--- src/hdl/mpf_params.svh ---
// Width macros shared by the shim package and RTL; include this wherever a width is needed
`ifndef MPF_PARAMS_SVH
`define MPF_PARAMS_SVH

// Transaction tag width
// Four bits give sixteen tags that can be outstanding at once
`define MPF_TAG_BITS 4

// Line address carried by read and write requests
`define MPF_ADDR_BITS 16

// Data word carried by writes and read responses
`define MPF_DATA_BITS 32

// Metadata the AFU attaches to every request
// The tag is zero-extended into this field on the FIU side, so it must be
// at least as wide as the tag
`define MPF_MDATA_BITS 16

`endif

--- src/hdl/mpf_pkg.sv ---
// Request, response and tag RAM types shared by every module of the shim stack
`default_nettype none

`include "mpf_params.svh"

package mpf_pkg;

    // A transaction tag indexes the metadata RAM
    typedef logic [`MPF_TAG_BITS-1:0] mpf_tag_t;

    typedef logic [`MPF_MDATA_BITS-1:0] mpf_mdata_t;

    // Channel 0 carries read requests
    typedef struct packed {
        logic                      valid;
        logic [`MPF_ADDR_BITS-1:0] addr;
        mpf_mdata_t                mdata;
    } mpf_c0_tx_t;

    // Channel 1 carries write requests with their data
    typedef struct packed {
        logic                      valid;
        logic [`MPF_ADDR_BITS-1:0] addr;
        logic [`MPF_DATA_BITS-1:0] data;
        mpf_mdata_t                mdata;
    } mpf_c1_tx_t;

    typedef enum logic {
        RSP_READ  = 1'b0,
        RSP_WRITE = 1'b1
    } mpf_rsp_kind_t;

    // Read response view
    // The spare bit keeps both views the same width
    typedef struct packed {
        mpf_rsp_kind_t kind;
        mpf_mdata_t    mdata;
        logic          rsvd;
        logic          error;
    } mpf_rsp_rd_hdr_t;

    // Write response view with the FIU's write-format code
    typedef struct packed {
        mpf_rsp_kind_t kind;
        mpf_mdata_t    mdata;
        logic [1:0]    format;
    } mpf_rsp_wr_hdr_t;

    // Kind and mdata share the same bits in both views, so either view
    // can be used to find out how to read the rest
    typedef union packed {
        mpf_rsp_rd_hdr_t rd;
        mpf_rsp_wr_hdr_t wr;
    } mpf_rsp_hdr_u;

    typedef struct packed {
        logic                      valid;
        mpf_rsp_hdr_u              hdr;
        logic [`MPF_DATA_BITS-1:0] data;
    } mpf_rx_t;

    // One write into the metadata RAM
    typedef struct packed {
        logic       en;
        mpf_tag_t   tag;
        mpf_mdata_t mdata;
    } mpf_tag_wr_t;

endpackage

`default_nettype wire

--- src/hdl/mpf_req_tagger.sv ---
// Replaces AFU request metadata with rotating tags and tracks how many tags are in flight
`timescale 1ns/1ps
`default_nettype none

`include "mpf_params.svh"

module mpf_req_tagger
(
    input  logic                          clk,
    input  logic                          reset,
    input  mpf_pkg::mpf_c0_tx_t           afu_c0_tx,
    input  mpf_pkg::mpf_c1_tx_t           afu_c1_tx,
    input  logic                          fiu_almost_full_buf,
    input  logic                          rsp_done_c0,
    input  logic                          rsp_done_c1,
    output mpf_pkg::mpf_c0_tx_t           tagged_c0_tx,
    output mpf_pkg::mpf_c1_tx_t           tagged_c1_tx,
    output mpf_pkg::mpf_tag_wr_t [1:0]    tag_wr,
    output logic                          afu_almost_full
);
    import mpf_pkg::*;

    localparam int N_TAGS = 1 << `MPF_TAG_BITS;
    // One extra bit so that a count of N_TAGS fits
    localparam int CNT_BITS = `MPF_TAG_BITS + 1;

    mpf_tag_t            next_tag;
    mpf_tag_t            c0_tag;
    mpf_tag_t            c1_tag;
    logic [1:0]          n_issue;
    logic [1:0]          n_done;
    logic [CNT_BITS-1:0] outstanding;

    // Tags sit in the low bits of the FIU mdata field
    function automatic mpf_mdata_t tag_to_mdata(input mpf_tag_t tag);
        return mpf_mdata_t'(tag);
    endfunction

    // Channel 0 takes the next tag first
    // Channel 1 takes the one after it when both issue in the same cycle
    assign c0_tag = next_tag;
    assign c1_tag = next_tag + mpf_tag_t'(afu_c0_tx.valid);

    assign n_issue = 2'(afu_c0_tx.valid) + 2'(afu_c1_tx.valid);
    assign n_done  = 2'(rsp_done_c0) + 2'(rsp_done_c1);

    always_comb
    begin
        tagged_c0_tx       = afu_c0_tx;
        tagged_c0_tx.mdata = tag_to_mdata(c0_tag);
        tagged_c1_tx       = afu_c1_tx;
        tagged_c1_tx.mdata = tag_to_mdata(c1_tag);

        // The original metadata goes to the RAM slot named by the tag
        tag_wr[0].en    = afu_c0_tx.valid;
        tag_wr[0].tag   = c0_tag;
        tag_wr[0].mdata = afu_c0_tx.mdata;
        tag_wr[1].en    = afu_c1_tx.valid;
        tag_wr[1].tag   = c1_tag;
        tag_wr[1].mdata = afu_c1_tx.mdata;
    end

    always_ff @(posedge clk)
    begin
        if (reset)
        begin
            next_tag    <= '0;
            outstanding <= '0;
        end
        else
        begin
            next_tag    <= next_tag + mpf_tag_t'(n_issue);
            outstanding <= outstanding + CNT_BITS'(n_issue) - CNT_BITS'(n_done);
        end
    end

    // Two slots of headroom cover a cycle in which both channels issue
    assign afu_almost_full = fiu_almost_full_buf ||
                             (outstanding >= CNT_BITS'(N_TAGS - 2));

endmodule

`default_nettype wire

--- src/hdl/mpf_shim_buffer_fiu.sv ---
// FIU-side buffer that delays responses by one cycle so a RAM lookup can finish in parallel
`timescale 1ns/1ps
`default_nettype none

module mpf_shim_buffer_fiu
#(
    // Nonzero registers the requests and almost-full on their way through
    parameter int REGISTER_OUTBOUND = 0
)
(
    input  logic                clk,
    input  logic                reset,
    input  mpf_pkg::mpf_c0_tx_t buf_c0_tx,
    input  mpf_pkg::mpf_c1_tx_t buf_c1_tx,
    output mpf_pkg::mpf_c0_tx_t raw_c0_tx,
    output mpf_pkg::mpf_c1_tx_t raw_c1_tx,
    input  logic                raw_almost_full,
    output logic                buf_almost_full,
    input  mpf_pkg::mpf_rx_t    raw_c0_rx,
    input  mpf_pkg::mpf_rx_t    raw_c1_rx,
    output mpf_pkg::mpf_rx_t    buf_c0_rx,
    output mpf_pkg::mpf_rx_t    buf_c1_rx
);
    import mpf_pkg::*;

    generate
        if (REGISTER_OUTBOUND == 0)
        begin : g_tx_wire
            // Requests reach the FIU in the cycle the AFU drives them
            assign raw_c0_tx       = buf_c0_tx;
            assign raw_c1_tx       = buf_c1_tx;
            assign buf_almost_full = raw_almost_full;
        end
        else
        begin : g_tx_reg
            // One register stage on the request path and the almost-full return
            always_ff @(posedge clk)
            begin
                raw_c0_tx       <= buf_c0_tx;
                raw_c1_tx       <= buf_c1_tx;
                buf_almost_full <= raw_almost_full;
                if (reset)
                begin
                    raw_c0_tx.valid <= 1'b0;
                    raw_c1_tx.valid <= 1'b0;
                end
            end
        end
    endgenerate

    // Responses always take exactly one cycle through here
    // The header and data follow the valid bit without reset
    always_ff @(posedge clk)
    begin
        buf_c0_rx <= raw_c0_rx;
        buf_c1_rx <= raw_c1_rx;
        if (reset)
        begin
            buf_c0_rx.valid <= 1'b0;
            buf_c1_rx.valid <= 1'b0;
        end
    end

endmodule

`default_nettype wire

--- src/hdl/mpf_rsp_restore.sv ---
// Tag RAM and response restorer that puts the AFU metadata back into buffered responses
`timescale 1ns/1ps
`default_nettype none

`include "mpf_params.svh"

module mpf_rsp_restore
(
    input  logic                       clk,
    input  logic                       reset,
    input  mpf_pkg::mpf_tag_wr_t [1:0] tag_wr,
    input  mpf_pkg::mpf_rx_t           raw_c0_rx,
    input  mpf_pkg::mpf_rx_t           raw_c1_rx,
    input  mpf_pkg::mpf_rx_t           buf_c0_rx,
    input  mpf_pkg::mpf_rx_t           buf_c1_rx,
    output mpf_pkg::mpf_rx_t           afu_c0_rx,
    output mpf_pkg::mpf_rx_t           afu_c1_rx,
    output logic                       rsp_done_c0,
    output logic                       rsp_done_c1
);
    import mpf_pkg::*;

    localparam int N_TAGS = 1 << `MPF_TAG_BITS;

    // Metadata saved by the tagger, one slot per tag
    mpf_mdata_t mdata_ram [N_TAGS];

    // Per-channel views so both channels share the same code below
    mpf_rx_t    raw_rx     [2];
    mpf_rx_t    buf_rx     [2];
    mpf_rx_t    afu_rx     [2];
    mpf_mdata_t lookup     [2];

    // The FIU echoes the tag in the low mdata bits of either header view
    function automatic mpf_tag_t rsp_tag(input mpf_rx_t rx);
        return rx.hdr.rd.mdata[`MPF_TAG_BITS-1:0];
    endfunction

    // Rebuild a header with the AFU metadata
    // The kind picks which view's extra field survives
    function automatic mpf_rsp_hdr_u restore_hdr(input mpf_rsp_hdr_u hdr,
                                                 input mpf_mdata_t   mdata);
        mpf_rsp_hdr_u res;
        res = '0;
        if (hdr.rd.kind == RSP_READ)
        begin
            res.rd.kind  = RSP_READ;
            res.rd.mdata = mdata;
            res.rd.error = hdr.rd.error;
        end
        else
        begin
            res.wr.kind   = RSP_WRITE;
            res.wr.mdata  = mdata;
            res.wr.format = hdr.wr.format;
        end
        return res;
    endfunction

    assign raw_rx[0] = raw_c0_rx;
    assign raw_rx[1] = raw_c1_rx;
    assign buf_rx[0] = buf_c0_rx;
    assign buf_rx[1] = buf_c1_rx;

    // Two write ports, one per request channel
    // The tagger never hands the same tag to both channels in one cycle
    always_ff @(posedge clk)
    begin
        for (int i = 0; i < 2; i++)
        begin
            if (tag_wr[i].en)
            begin
                mdata_ram[tag_wr[i].tag] <= tag_wr[i].mdata;
            end
        end
    end

    // The raw response starts the read, so the result lines up with the buffered copy
    always_ff @(posedge clk)
    begin
        for (int i = 0; i < 2; i++)
        begin
            if (raw_rx[i].valid)
            begin
                lookup[i] <= mdata_ram[rsp_tag(raw_rx[i])];
            end
        end
    end

    // The buffered valid comes from the same raw valid that started the lookup
    always_comb
    begin
        for (int i = 0; i < 2; i++)
        begin
            afu_rx[i]     = buf_rx[i];
            afu_rx[i].hdr = restore_hdr(buf_rx[i].hdr, lookup[i]);
        end
    end

    assign afu_c0_rx = afu_rx[0];
    assign afu_c1_rx = afu_rx[1];

    // Each delivered response frees its tag in the tagger
    assign rsp_done_c0 = afu_rx[0].valid;
    assign rsp_done_c1 = afu_rx[1].valid;

endmodule

`default_nettype wire

--- src/hdl/mpf_shim_top.sv ---
// Top level of the shim stack, placed between the AFU ports and the FIU ports
`timescale 1ns/1ps
`default_nettype none

module mpf_shim_top
#(
    // Passed to the FIU buffer to register the outbound request path
    parameter int REGISTER_OUTBOUND = 0
)
(
    input  logic                clk,
    input  logic                reset,

    // AFU side
    input  mpf_pkg::mpf_c0_tx_t afu_c0_tx,
    input  mpf_pkg::mpf_c1_tx_t afu_c1_tx,
    output logic                afu_almost_full,
    output mpf_pkg::mpf_rx_t    afu_c0_rx,
    output mpf_pkg::mpf_rx_t    afu_c1_rx,

    // FIU side
    output mpf_pkg::mpf_c0_tx_t fiu_c0_tx,
    output mpf_pkg::mpf_c1_tx_t fiu_c1_tx,
    input  logic                fiu_almost_full,
    input  mpf_pkg::mpf_rx_t    fiu_c0_rx,
    input  mpf_pkg::mpf_rx_t    fiu_c1_rx
);
    import mpf_pkg::*;

    mpf_c0_tx_t        tagged_c0_tx;
    mpf_c1_tx_t        tagged_c1_tx;
    mpf_tag_wr_t [1:0] tag_wr;
    logic              fiu_almost_full_buf;
    mpf_rx_t           buf_c0_rx;
    mpf_rx_t           buf_c1_rx;
    logic              rsp_done_c0;
    logic              rsp_done_c1;

    mpf_req_tagger mpf_req_tagger_inst
    (
        .clk                 (clk),
        .reset               (reset),
        .afu_c0_tx           (afu_c0_tx),
        .afu_c1_tx           (afu_c1_tx),
        .fiu_almost_full_buf (fiu_almost_full_buf),
        .rsp_done_c0         (rsp_done_c0),
        .rsp_done_c1         (rsp_done_c1),
        .tagged_c0_tx        (tagged_c0_tx),
        .tagged_c1_tx        (tagged_c1_tx),
        .tag_wr              (tag_wr),
        .afu_almost_full     (afu_almost_full)
    );

    mpf_shim_buffer_fiu
    #(
        .REGISTER_OUTBOUND (REGISTER_OUTBOUND)
    )
    mpf_shim_buffer_fiu_inst
    (
        .clk             (clk),
        .reset           (reset),
        .buf_c0_tx       (tagged_c0_tx),
        .buf_c1_tx       (tagged_c1_tx),
        .raw_c0_tx       (fiu_c0_tx),
        .raw_c1_tx       (fiu_c1_tx),
        .raw_almost_full (fiu_almost_full),
        .buf_almost_full (fiu_almost_full_buf),
        .raw_c0_rx       (fiu_c0_rx),
        .raw_c1_rx       (fiu_c1_rx),
        .buf_c0_rx       (buf_c0_rx),
        .buf_c1_rx       (buf_c1_rx)
    );

    // The restorer sees the FIU responses directly as well as through the buffer
    mpf_rsp_restore mpf_rsp_restore_inst
    (
        .clk         (clk),
        .reset       (reset),
        .tag_wr      (tag_wr),
        .raw_c0_rx   (fiu_c0_rx),
        .raw_c1_rx   (fiu_c1_rx),
        .buf_c0_rx   (buf_c0_rx),
        .buf_c1_rx   (buf_c1_rx),
        .afu_c0_rx   (afu_c0_rx),
        .afu_c1_rx   (afu_c1_rx),
        .rsp_done_c0 (rsp_done_c0),
        .rsp_done_c1 (rsp_done_c1)
    );

endmodule

`default_nettype wire

--- config.mk ---
export PLATFORM = sky130hd
export DESIGN_NAME = mpf_shim_top
export DESIGN_NICKNAME = d
export VERILOG_FILES = /design/src/hdl/mpf_pkg.sv /design/src/hdl/mpf_req_tagger.sv /design/src/hdl/mpf_shim_buffer_fiu.sv /design/src/hdl/mpf_rsp_restore.sv /design/src/hdl/mpf_shim_top.sv
export VERILOG_INCLUDE_DIRS = /design/src /design/src/hdl
export SDC_FILE = /design/constraint.sdc
export NUM_CORES = 1
export LEC_CHECK = 0
export BUFFER_PORTS_ARGS = -buffer_cell sky130_fd_sc_hd__buf_2
export CORE_ASPECT_RATIO = 0.8
export CORE_UTILIZATION = 50
export CTS_CLUSTER_SIZE = 20
export DETAILED_ROUTE_END_ITERATION = 8
export PLACE_DENSITY_LB_ADDON = 0.1
export SLEW_MARGIN = 15
export SYNTH_ARGS = -nofsm -noshare
export SYNTH_HDL_FRONTEND = slang
export SYNTH_SLANG_ARGS = --single-unit
--- constraint.sdc ---
create_clock -name clk -period 9.5 [get_ports clk]
set_clock_uncertainty 0.1 [all_clocks]
set_input_delay 0.95 -clock clk [delete_from_list [all_inputs] [get_ports clk]]
set_output_delay 0.95 -clock clk [all_outputs]
set_load 0.02 [all_outputs]
# Word level (Yosys, flattened, before mapping)
# Memories as Yosys holds them, arrays and structs flattened.
# Cells that the tools add are included.
[totals]
regBits = 113
n_memories = 2
elab_cells = 30
ramBits = 288
input_bits = 205
[op_classes]
n_lt_le_gt_ge = 1
reduce_logical = 1
add_sub_neg = 6
muxes = 12
[memory_table]
columns = ["name", "depth", "word_bits", "rd", "rd_clocked_by_memory_dff", "wr", "line_no", "rtl"]
rows = [
  ["mpf_rsp_restore_inst.mdata_ram", 16, 16, 2, 0, 2, "mpf_rsp_restore.sv:26", "mpf_mdata_t mdata_ram [N_TAGS];"],
  ["mpf_rsp_restore_inst.lookup", 2, 16, 2, 0, 2, "mpf_rsp_restore.sv:32", "mpf_mdata_t lookup [2];"],
]
[op_table]
columns = ["operator", "n"]
rows = [
  ["$mux W17", 2],
  ["$mux W1", 10],
  ["$add A5 B2 Y5", 1],
  ["$ge A5 B4 Y1 const B", 1],
  ["$sub A5 B2 Y5", 1],
  ["$add A1 B1 Y2", 2],
  ["$add A4 B1 Y4", 1],
  ["$add A4 B2 Y4", 1],
  ["$logic_or A1 B1 Y1", 1],
]

# Depth between registers and ports, before layout
# Gate-level depths: netlist (run 1).
[depth]
depth_word = 3
ltp_mapped = 12
mapped_depth_nobuf = 12

# By module
# From an unflattened synthesis (run 1), not the netlist that was laid out.
[hier_totals]
hier_cells = 1405
area_unflattened_um2 = 21015.2
[modules_own_cells]
columns = ["module", "n_inst", "area_each_um2", "cells_per_inst"]
rows = [
  ["mpf_rsp_restore", 1, 16528.4, 996],
  ["mpf_shim_buffer_fiu", 1, 2837.7, 205],
  ["mpf_req_tagger", 1, 1649.1, 204],
]

# Least setup slack after synthesis (run 1)
# Ideal clock, no wire load.
[synth_path]
path_type = "input port to flip-flop"
from = "input port afu_c0_tx[32] (netlist bit)"
to = "memory mpf_rsp_restore_inst.mdata_ram[12][0] (netlist bit), enable pin"
arrival_time_ns = 3.523
path_stages = 6
setup_ns = 0.411
slack_ns = 5.466
cell_sequence = "ha_1 > ha_1 > nor3b_2 > buf_4 > a21oi_1 > o21ai_0"
[synth_rtl]
columns = ["item", "line_no", "rtl"]
rows = [
  ["from (decl)", "mpf_shim_top.sv:15", "input mpf_pkg::mpf_c0_tx_t afu_c0_tx,"],
  ["to (decl)", "mpf_rsp_restore.sv:26", ""],
]

==> impl_metrics.env, run 1 <==
export IMPL_worst_hold_slack_ps=399.4
export IMPL_critPathMaxFanout=23
export IMPL_fin_setup_tns_ps=0
export IMPL_start_kind="input pin"
export IMPL_first_global_vias=12410
export IMPL_end_kind="flop"
export IMPL_reg2reg_depth=7
export IMPL_die_w_um=221.2
export IMPL_path_class="in -> reg"
export IMPL_drv_slew=0
export IMPL_globalRouteTotalUtil=0.3134
export IMPL_multiInputGateArea_um2=7338
export IMPL_rr_startpoint="mpf_req_tagger_inst.c0_tag[0]"
export IMPL_hpwl_um=35250
export IMPL_chipHeight_um=177.4
export IMPL_crit_chain="buf_2, ha_1, ha_1, nand2_1, nor2_4, nand2_2, o21ai_2, buf_4"
export IMPL_vias=12753
export IMPL_route_met2_wl_um=26430
export IMPL_hold_depth=1
export IMPL_synth_top_area_frac=0.4499
export IMPL_synth_top_family_by_area="compound AO/OA/AOI/OAI gates"
export IMPL_post_drt_wl_per_cell_um=32.65
export IMPL_worstMarginPinSlew_ps=1186
export IMPL_routed_wl_um=62130
export IMPL_met1Wirelength_um=24050
export IMPL_insertion_delay_ps=540
export IMPL_ff_latch_area_um2=10270
export IMPL_cts_made_buffers=40
export IMPL_peakVddDrop_mv=0.1171
export IMPL_vias_per_cell=6.702
export IMPL_ys_ff_latch=369
export IMPL_p_leak_uw=0.007261
export IMPL_synth_yosys_seq_area_share=0.5342
export IMPL_port_buffers=231
export IMPL_cts_max_level=2
export IMPL_synthTopCellsByArea="edfxtp_1, mux4_2, o2bb2ai_1"
export IMPL_antenna_left=0
export IMPL_status="complete, no violations"
export IMPL_synth_xor_area_frac=0.001822
export IMPL_post_cts_buffers=0
export IMPL_syn_area_um2=19220
export IMPL_drc=0
export IMPL_cts_root_buf="clkbuf_16"
export IMPL_initial_core_util=0.5135
export IMPL_drive_gt1_frac=0.3538
export IMPL_min_path_type="in -> reg"
export IMPL_power_density_cell_area_nw_per_um2=200.7
export IMPL_finalInstanceArea_um2=20940
export IMPL_fmax_mhz=234.3
export IMPL_synth_simple_area_share=0.04055
export IMPL_cts_hold_buffers=0
export IMPL_synth_compound_area_share=0.1601
export IMPL_slew_headroom=0.2061
export IMPL_grt_pass1_wl_um=86380
export IMPL_drv_cap=0
export IMPL_nFillCells=3047
export IMPL_yosys_warnings=0
export IMPL_finalCritPeriodShare=0.4492
export IMPL_top_layer_used="met4"
export IMPL_diodes=0
export IMPL_cp_data_arrival_time_ps=4390
export IMPL_clkTransAtPathRegs_ps=60
export IMPL_rsz0062_at_grt="false"
export IMPL_cts_tree="built"
export IMPL_fin_nets=1606
export IMPL_cp_top_family="simple AND/OR/NAND/NOR gates"
export IMPL_core_area_um2=37440
export IMPL_min_from="fiu_c1_rx[28]"
export IMPL_clockBufferDepth=3
export IMPL_drt_pass1_iter_count=8
export IMPL_area_growth_pct=8.942
export IMPL_place_area_um2=19630
export IMPL_synth_area_leader_cell="edfxtp_1"
export IMPL_synthAdderAreaFrac=0.01198
export IMPL_place_congestion=0.7968
export IMPL_dieArea_um2=39240
export IMPL_rows=63
export IMPL_ios=408
export IMPL_regToRegSetupSlack_ps=5400
export IMPL_gr_total_overflow=0
export IMPL_syn_inst=1354
export IMPL_clock_sinks=369
export IMPL_hold_viol=0
export IMPL_critical_path_max_stage_delay_ps=830
export IMPL_yosysUniqueCellTypes=48
export IMPL_required_ps=9620
export IMPL_antenna_found_initial=0
export IMPL_grt_max_degree=65
export IMPL_wl_met3_um=9711
export IMPL_cp_num_buf_inv=2
export IMPL_cp_common_cell="ha_1"
export IMPL_synth_mux_area_frac=0.1500
export IMPL_finalSetupViolCount=0
export IMPL_syn_avg_cell_area_um2=14.20
export IMPL_hold_path_end="mpf_shim_buffer_fiu_inst.buf_c1_rx[28]"
export IMPL_slowest_stage="nor2_4"
export IMPL_drt_iter0_markers=1712
export IMPL_cts_resized=0
export IMPL_r2r_end="mpf_rsp_restore_inst.mdata_ram[2][14]"
export IMPL_min_period_ps=4268
## cell usage after synthesis, drive strengths merged
library cell,n
or2b,1
xnor2,2
o31a,1
o21ai,22
clkbuf,36
nand2,113
and2,4
nor2,16
and3,1
xor2,2
buf,253
inv,20
a21oi,9
a21boi,2
nand2b,3
o32ai,1
a22oi,65
ha,12
nor3,4
nor3b,2
or3,1
nand3b,3
o2bb2ai,260
edfxtp,288
o31ai,1
nor2b,12
a21o,1
mux4,128
and3b,2
or2,1
conb,1
fa,4
dfxtp,81
a21bo,1
nand3,1
## power by group
group | leakage, uW | internal (uW) | switching, uW
clock network | 0.000659 | 922 | 647
registers | 0.00333 | 1860 | 43.8
logic | 0.00327 | 267 | 459
## flip-flops by register name, indices dropped and copies added, names as in the netlist
signal and cells:
mpf_rsp_restore_inst.mdata_ram 256, mpf_shim_buffer_fiu_inst.buf_c0_rx 36, mpf_shim_buffer_fiu_inst.buf_c1_rx 36, mpf_rsp_restore_inst.lookup 32, mpf_req_tagger_inst.outstanding 5, mpf_req_tagger_inst.c0_tag 4
## cell families after synthesis
group	Yosys count
AOI/OAI and AO/OA	363
adders and majority gates	16
other	1
xor gates and xnor gates	4
buffers and inverters	309
DFF	369
muxes	128
and+or+nand+nor	164
## cells in the final DEF (no fill, tap or decap), types with 4 or more instances in the layout
cell type	n
edfxtp_1	288
o2bb2ai_1	256
buf_2	229
mux4_2	128
nand2_1	105
dfxtp_1	81
a22oi_1	65
clkbuf_16	41
buf_4	26
conb_1	24
inv_1	19
o21ai_4	13
nor2b_1	12
nor2_1	12
ha_1	12
clkinv_2	10
nand2_2	8
o21ai_2	7
a21oi_1	6
clkbuf_8	6
clkbuf_1	5
and2_1	4
o2bb2ai_4	4
fa_1	4
clkinv_1	4
## final cells by class
class | count | share of cell area
inverters | 20 | 0.003584
multi-input cells | 699 | 0.3504
repair buffers | 255 | 0.06404
flip-flops and latches | 369 | 0.4904
clock buffers | 54 | 0.05430
well taps | 487 | 0.02909
clock inverters | 19 | 0.008244
## metal layers
metal / global-route usage / up-vias
li1: - / 5274
met1: 0.4464 / 6333
met2: 0.4418 / 1024
met3: 0.1152 / 122
met4: 0.1014 / 0
met5: 0.006203 / -
## worst max-delay path by stage
stage | depth (start not counted) | slack [ps] | endpoint | from
6_report | 8 | 5230 | mpf_rsp_restore_inst.mdata_ram[2][14] | afu_c0_tx[32]
5_1_grt | 8 | 5180 | mpf_rsp_restore_inst.mdata_ram[2][0] | afu_c0_tx[32]
4_1_cts | 8 | 5340 | mpf_rsp_restore_inst.mdata_ram[2][0] | afu_c0_tx[32]
3_5_place_dp | 8 | 4790 | mpf_rsp_restore_inst.mdata_ram[2][4] | afu_c0_tx[32]
3_3_place_gp | 8 | 4850 | mpf_rsp_restore_inst.mdata_ram[2][3] | afu_c0_tx[32]
2_1_floorplan | 6 | 5470 | mpf_rsp_restore_inst.mdata_ram[12][0] | afu_c0_tx[32]
## through the flow
step                        util  power, uW  cells  setup WS, ps
after floorplan                -       2488   1377          5466
after global placement    0.5244       2645   1830          4852
after detailed placement  0.5244       2658   1830          4787
after CTS                 0.5594       4214   1903          5345
after global routing      0.5594       4336   1903          5179
final                     0.5594       4204   1903          5232
No activity file was read; power rests on OpenSTA's default activity.
==> inputs of run 2 (changes only) <==
==> constraint.sdc (replaced) <==
create_clock -name clk -period 4.1 [get_ports clk]
set_clock_uncertainty 0.1 [all_clocks]
set_input_delay 0.41 -clock clk [delete_from_list [all_inputs] [get_ports clk]]
set_output_delay 0.41 -clock clk [all_outputs]
set_load 0.02 [all_outputs]
==> run 2 against run 1 <==
Setup slack lost 4500 ps. Final area grew 4.2%. First-iteration DRC count shrank 17%. Global-route usage grew 0.48 points. Sequential share of layout area shrank 2.0 points. Register-to-register slack lost 4700 ps. Clock power grew 130%. Core utilization grew 2.3 points.
==> impl_metrics.env, run 2 (synthesis results as in run 1) <==
export IMPL_first_global_vias=13127
export IMPL_hold_depth=2
export IMPL_final_common_cell="edfxtp_1"
export IMPL_nFillCells=2997
export IMPL_final_cell_mix="edfxtp_1, o2bb2ai_1, buf_2"
export IMPL_cts_tree="built"
export IMPL_gr_total_overflow=0
export IMPL_slew_headroom=0.3936
export IMPL_r2r_end="mpf_rsp_restore_inst.mdata_ram[15][11]"
export IMPL_cts_root_buf="clkbuf_16"
export IMPL_start_kind="flop"
export IMPL_drv_slew=0
export IMPL_die_w_um=221.2
export IMPL_chipHeight_um=177.4
export IMPL_largest_reg_flops=256
export IMPL_vias=13169
export IMPL_peakVddDrop_mv=0.3015
export IMPL_initial_core_util=0.5135
export IMPL_rows=63
export IMPL_globalRouteTotalUtil=0.3183
export IMPL_drv_cap=0
export IMPL_post_cts_buffers=0
export IMPL_clockBufferDepth=3
export IMPL_port_buffers=231
export IMPL_worstMarginPinSlew_ps=909.5
export IMPL_p_leak_uw=0.007715
export IMPL_grt_pass1_wl_um=89080
export IMPL_antenna_left=0
export IMPL_cts_max_level=2
export IMPL_drt_pass1_iter_count=5
export IMPL_dpl_cell_count=1859
export IMPL_clkTransAtPathRegs_ps=50
export IMPL_reg2reg_depth=6
export IMPL_fin_cells=2006
export IMPL_utilization=0.5826
export IMPL_hpwl_um=37350
export IMPL_routed_wl_um=62690
export IMPL_end_kind="flop"
export IMPL_fmax_mhz=297.4
export IMPL_min_period_ps=3362
export IMPL_ios=408
export IMPL_place_congestion=0.8277
export IMPL_core_area_um2=37440
export IMPL_vias_per_cell=6.565
export IMPL_worst_hold_slack_ps=69.55
export IMPL_drive_gt1_frac=0.3445
export IMPL_fin_nets=1706
export IMPL_post_drt_wl_per_cell_um=31.25
export IMPL_area_growth_pct=13.47
export IMPL_drc=0
export IMPL_fin_setup_tns_ps=0
export IMPL_hold_path_end="mpf_req_tagger_inst.c0_tag[1]"
export IMPL_min_path_type="in -> reg"
export IMPL_path_class="reg -> reg"
export IMPL_finalCritPeriodShare=0.8201
export IMPL_power_density_cell_area_nw_per_um2=452.1
export IMPL_rsz0062_at_grt="false"
export IMPL_antenna_found_initial=2
export IMPL_insertion_delay_ps=540
export IMPL_required_ps=4220
export IMPL_rr_startpoint="mpf_req_tagger_inst.c0_tag[0]"
export IMPL_status="complete, no violations"
export IMPL_cts_made_buffers=41
export IMPL_regToRegSetupSlack_ps=740
export IMPL_clock_sinks=369
export IMPL_cp_data_arrival_time_ps=3490
export IMPL_grt_max_degree=65
export IMPL_critPathMaxFanout=9
export IMPL_drt_iter0_markers=1414
export IMPL_finalSetupViolCount=0
export IMPL_min_from="reset"
export IMPL_dieArea_um2=39240
export IMPL_hold_viol=0
==> run 2: cell count changes in the layout (fill, tap and decap cells not counted), moves of 2 or more <==
cell	delta
o2bb2ai_4	-4
clkbuf_2	-2
clkinv_2	-5
clkinv_1	-2
buf_12	+6
buf_4	+23
o21ai_2	+13
clkbuf_8	+2
o21ai_4	-13
clkbuf_16	+3
clkbuf_1	+10
o2bb2ai_2	+4
bufinv_16	-2
dlygate4sd3_1	+70
==> run 2: worst max path at each step <==
stage                                             start                                     end  slack (ps)
final                     mpf_req_tagger_inst.c0_tag[0]  mpf_rsp_restore_inst.mdata_ram[15][11]         740
after global routing      mpf_req_tagger_inst.c0_tag[0]   mpf_rsp_restore_inst.mdata_ram[15][5]         560
after CTS                 mpf_req_tagger_inst.c0_tag[0]   mpf_rsp_restore_inst.mdata_ram[15][8]         770
after detailed placement                  afu_c0_tx[32]   mpf_rsp_restore_inst.mdata_ram[15][9]         650
after global placement                    afu_c0_tx[32]   mpf_rsp_restore_inst.mdata_ram[15][5]         790
after floorplan           mpf_req_tagger_inst.c0_tag[0]   mpf_rsp_restore_inst.mdata_ram[12][0]         500
==> run 2: final cells by class <==
cell class,count,area [um2],share of cell area
antenna,1,2.502,0.0001147
clock buffer,67,1267,0.05811
clock inverter,9,71.32,0.003269
inverter,20,75.07,0.003442
multi-input combinational,699,7183,0.3293
sequential,369,10270,0.4708
tap,487,609.3,0.02793
timing repair buffer,354,2335,0.1070
==> run 2: per-stage QoR <==
| stage | instance area [um2] | setup WS, ps | total power, uW |
|---|---|---|---|
| floorplan | 19310 | 504.6 | 5766 |
| global placement | 19770 | 792.5 | 6147 |
| detailed placement | 19770 | 653.5 | 6187 |
| CTS | 21810 | 774.0 | 9880 |
| global route | 21810 | 560.6 | 10170 |
| finish | 21810 | 737.5 | 9861 |
==> run 2: critical path, cell delays in order (launching register included) <==
cell,delay (ps)
dfxtp_1,450
ha_1,330
ha_1,360
nor2b_1,450
a21oi_1,220
o21ai_2,710
buf_4,420
==> run 2: repair_timing <==
| item | CTS | global route |
|---|---|---|
| hold endpoints to repair | 70 | 0 |
| gates resized for setup | 0 | 0 |
| endpoints found under the setup margin | 0 | 0 |
| hold buffers | 70 | 0 |
==> run 2: where the power goes <==
group	switching (uW)	total, uW	internal, uW	leakage [uW]
combinational	1080	1770	688	0.00373
sequential	103	4420	4320	0.00333
clock	1500	3670	2170	0.000659
total	2680	9860	7180	0.00771
==> run 2: routing by layer <==
metal	vias up	global-route usage	share of wire
li1	5474	-	-
met1	6562	0.4360	0.38
met2	991	0.4582	0.43
met3	140	0.1286	0.15
met4	2	0.1064	0.035
met5	-	0.006203	0.00013
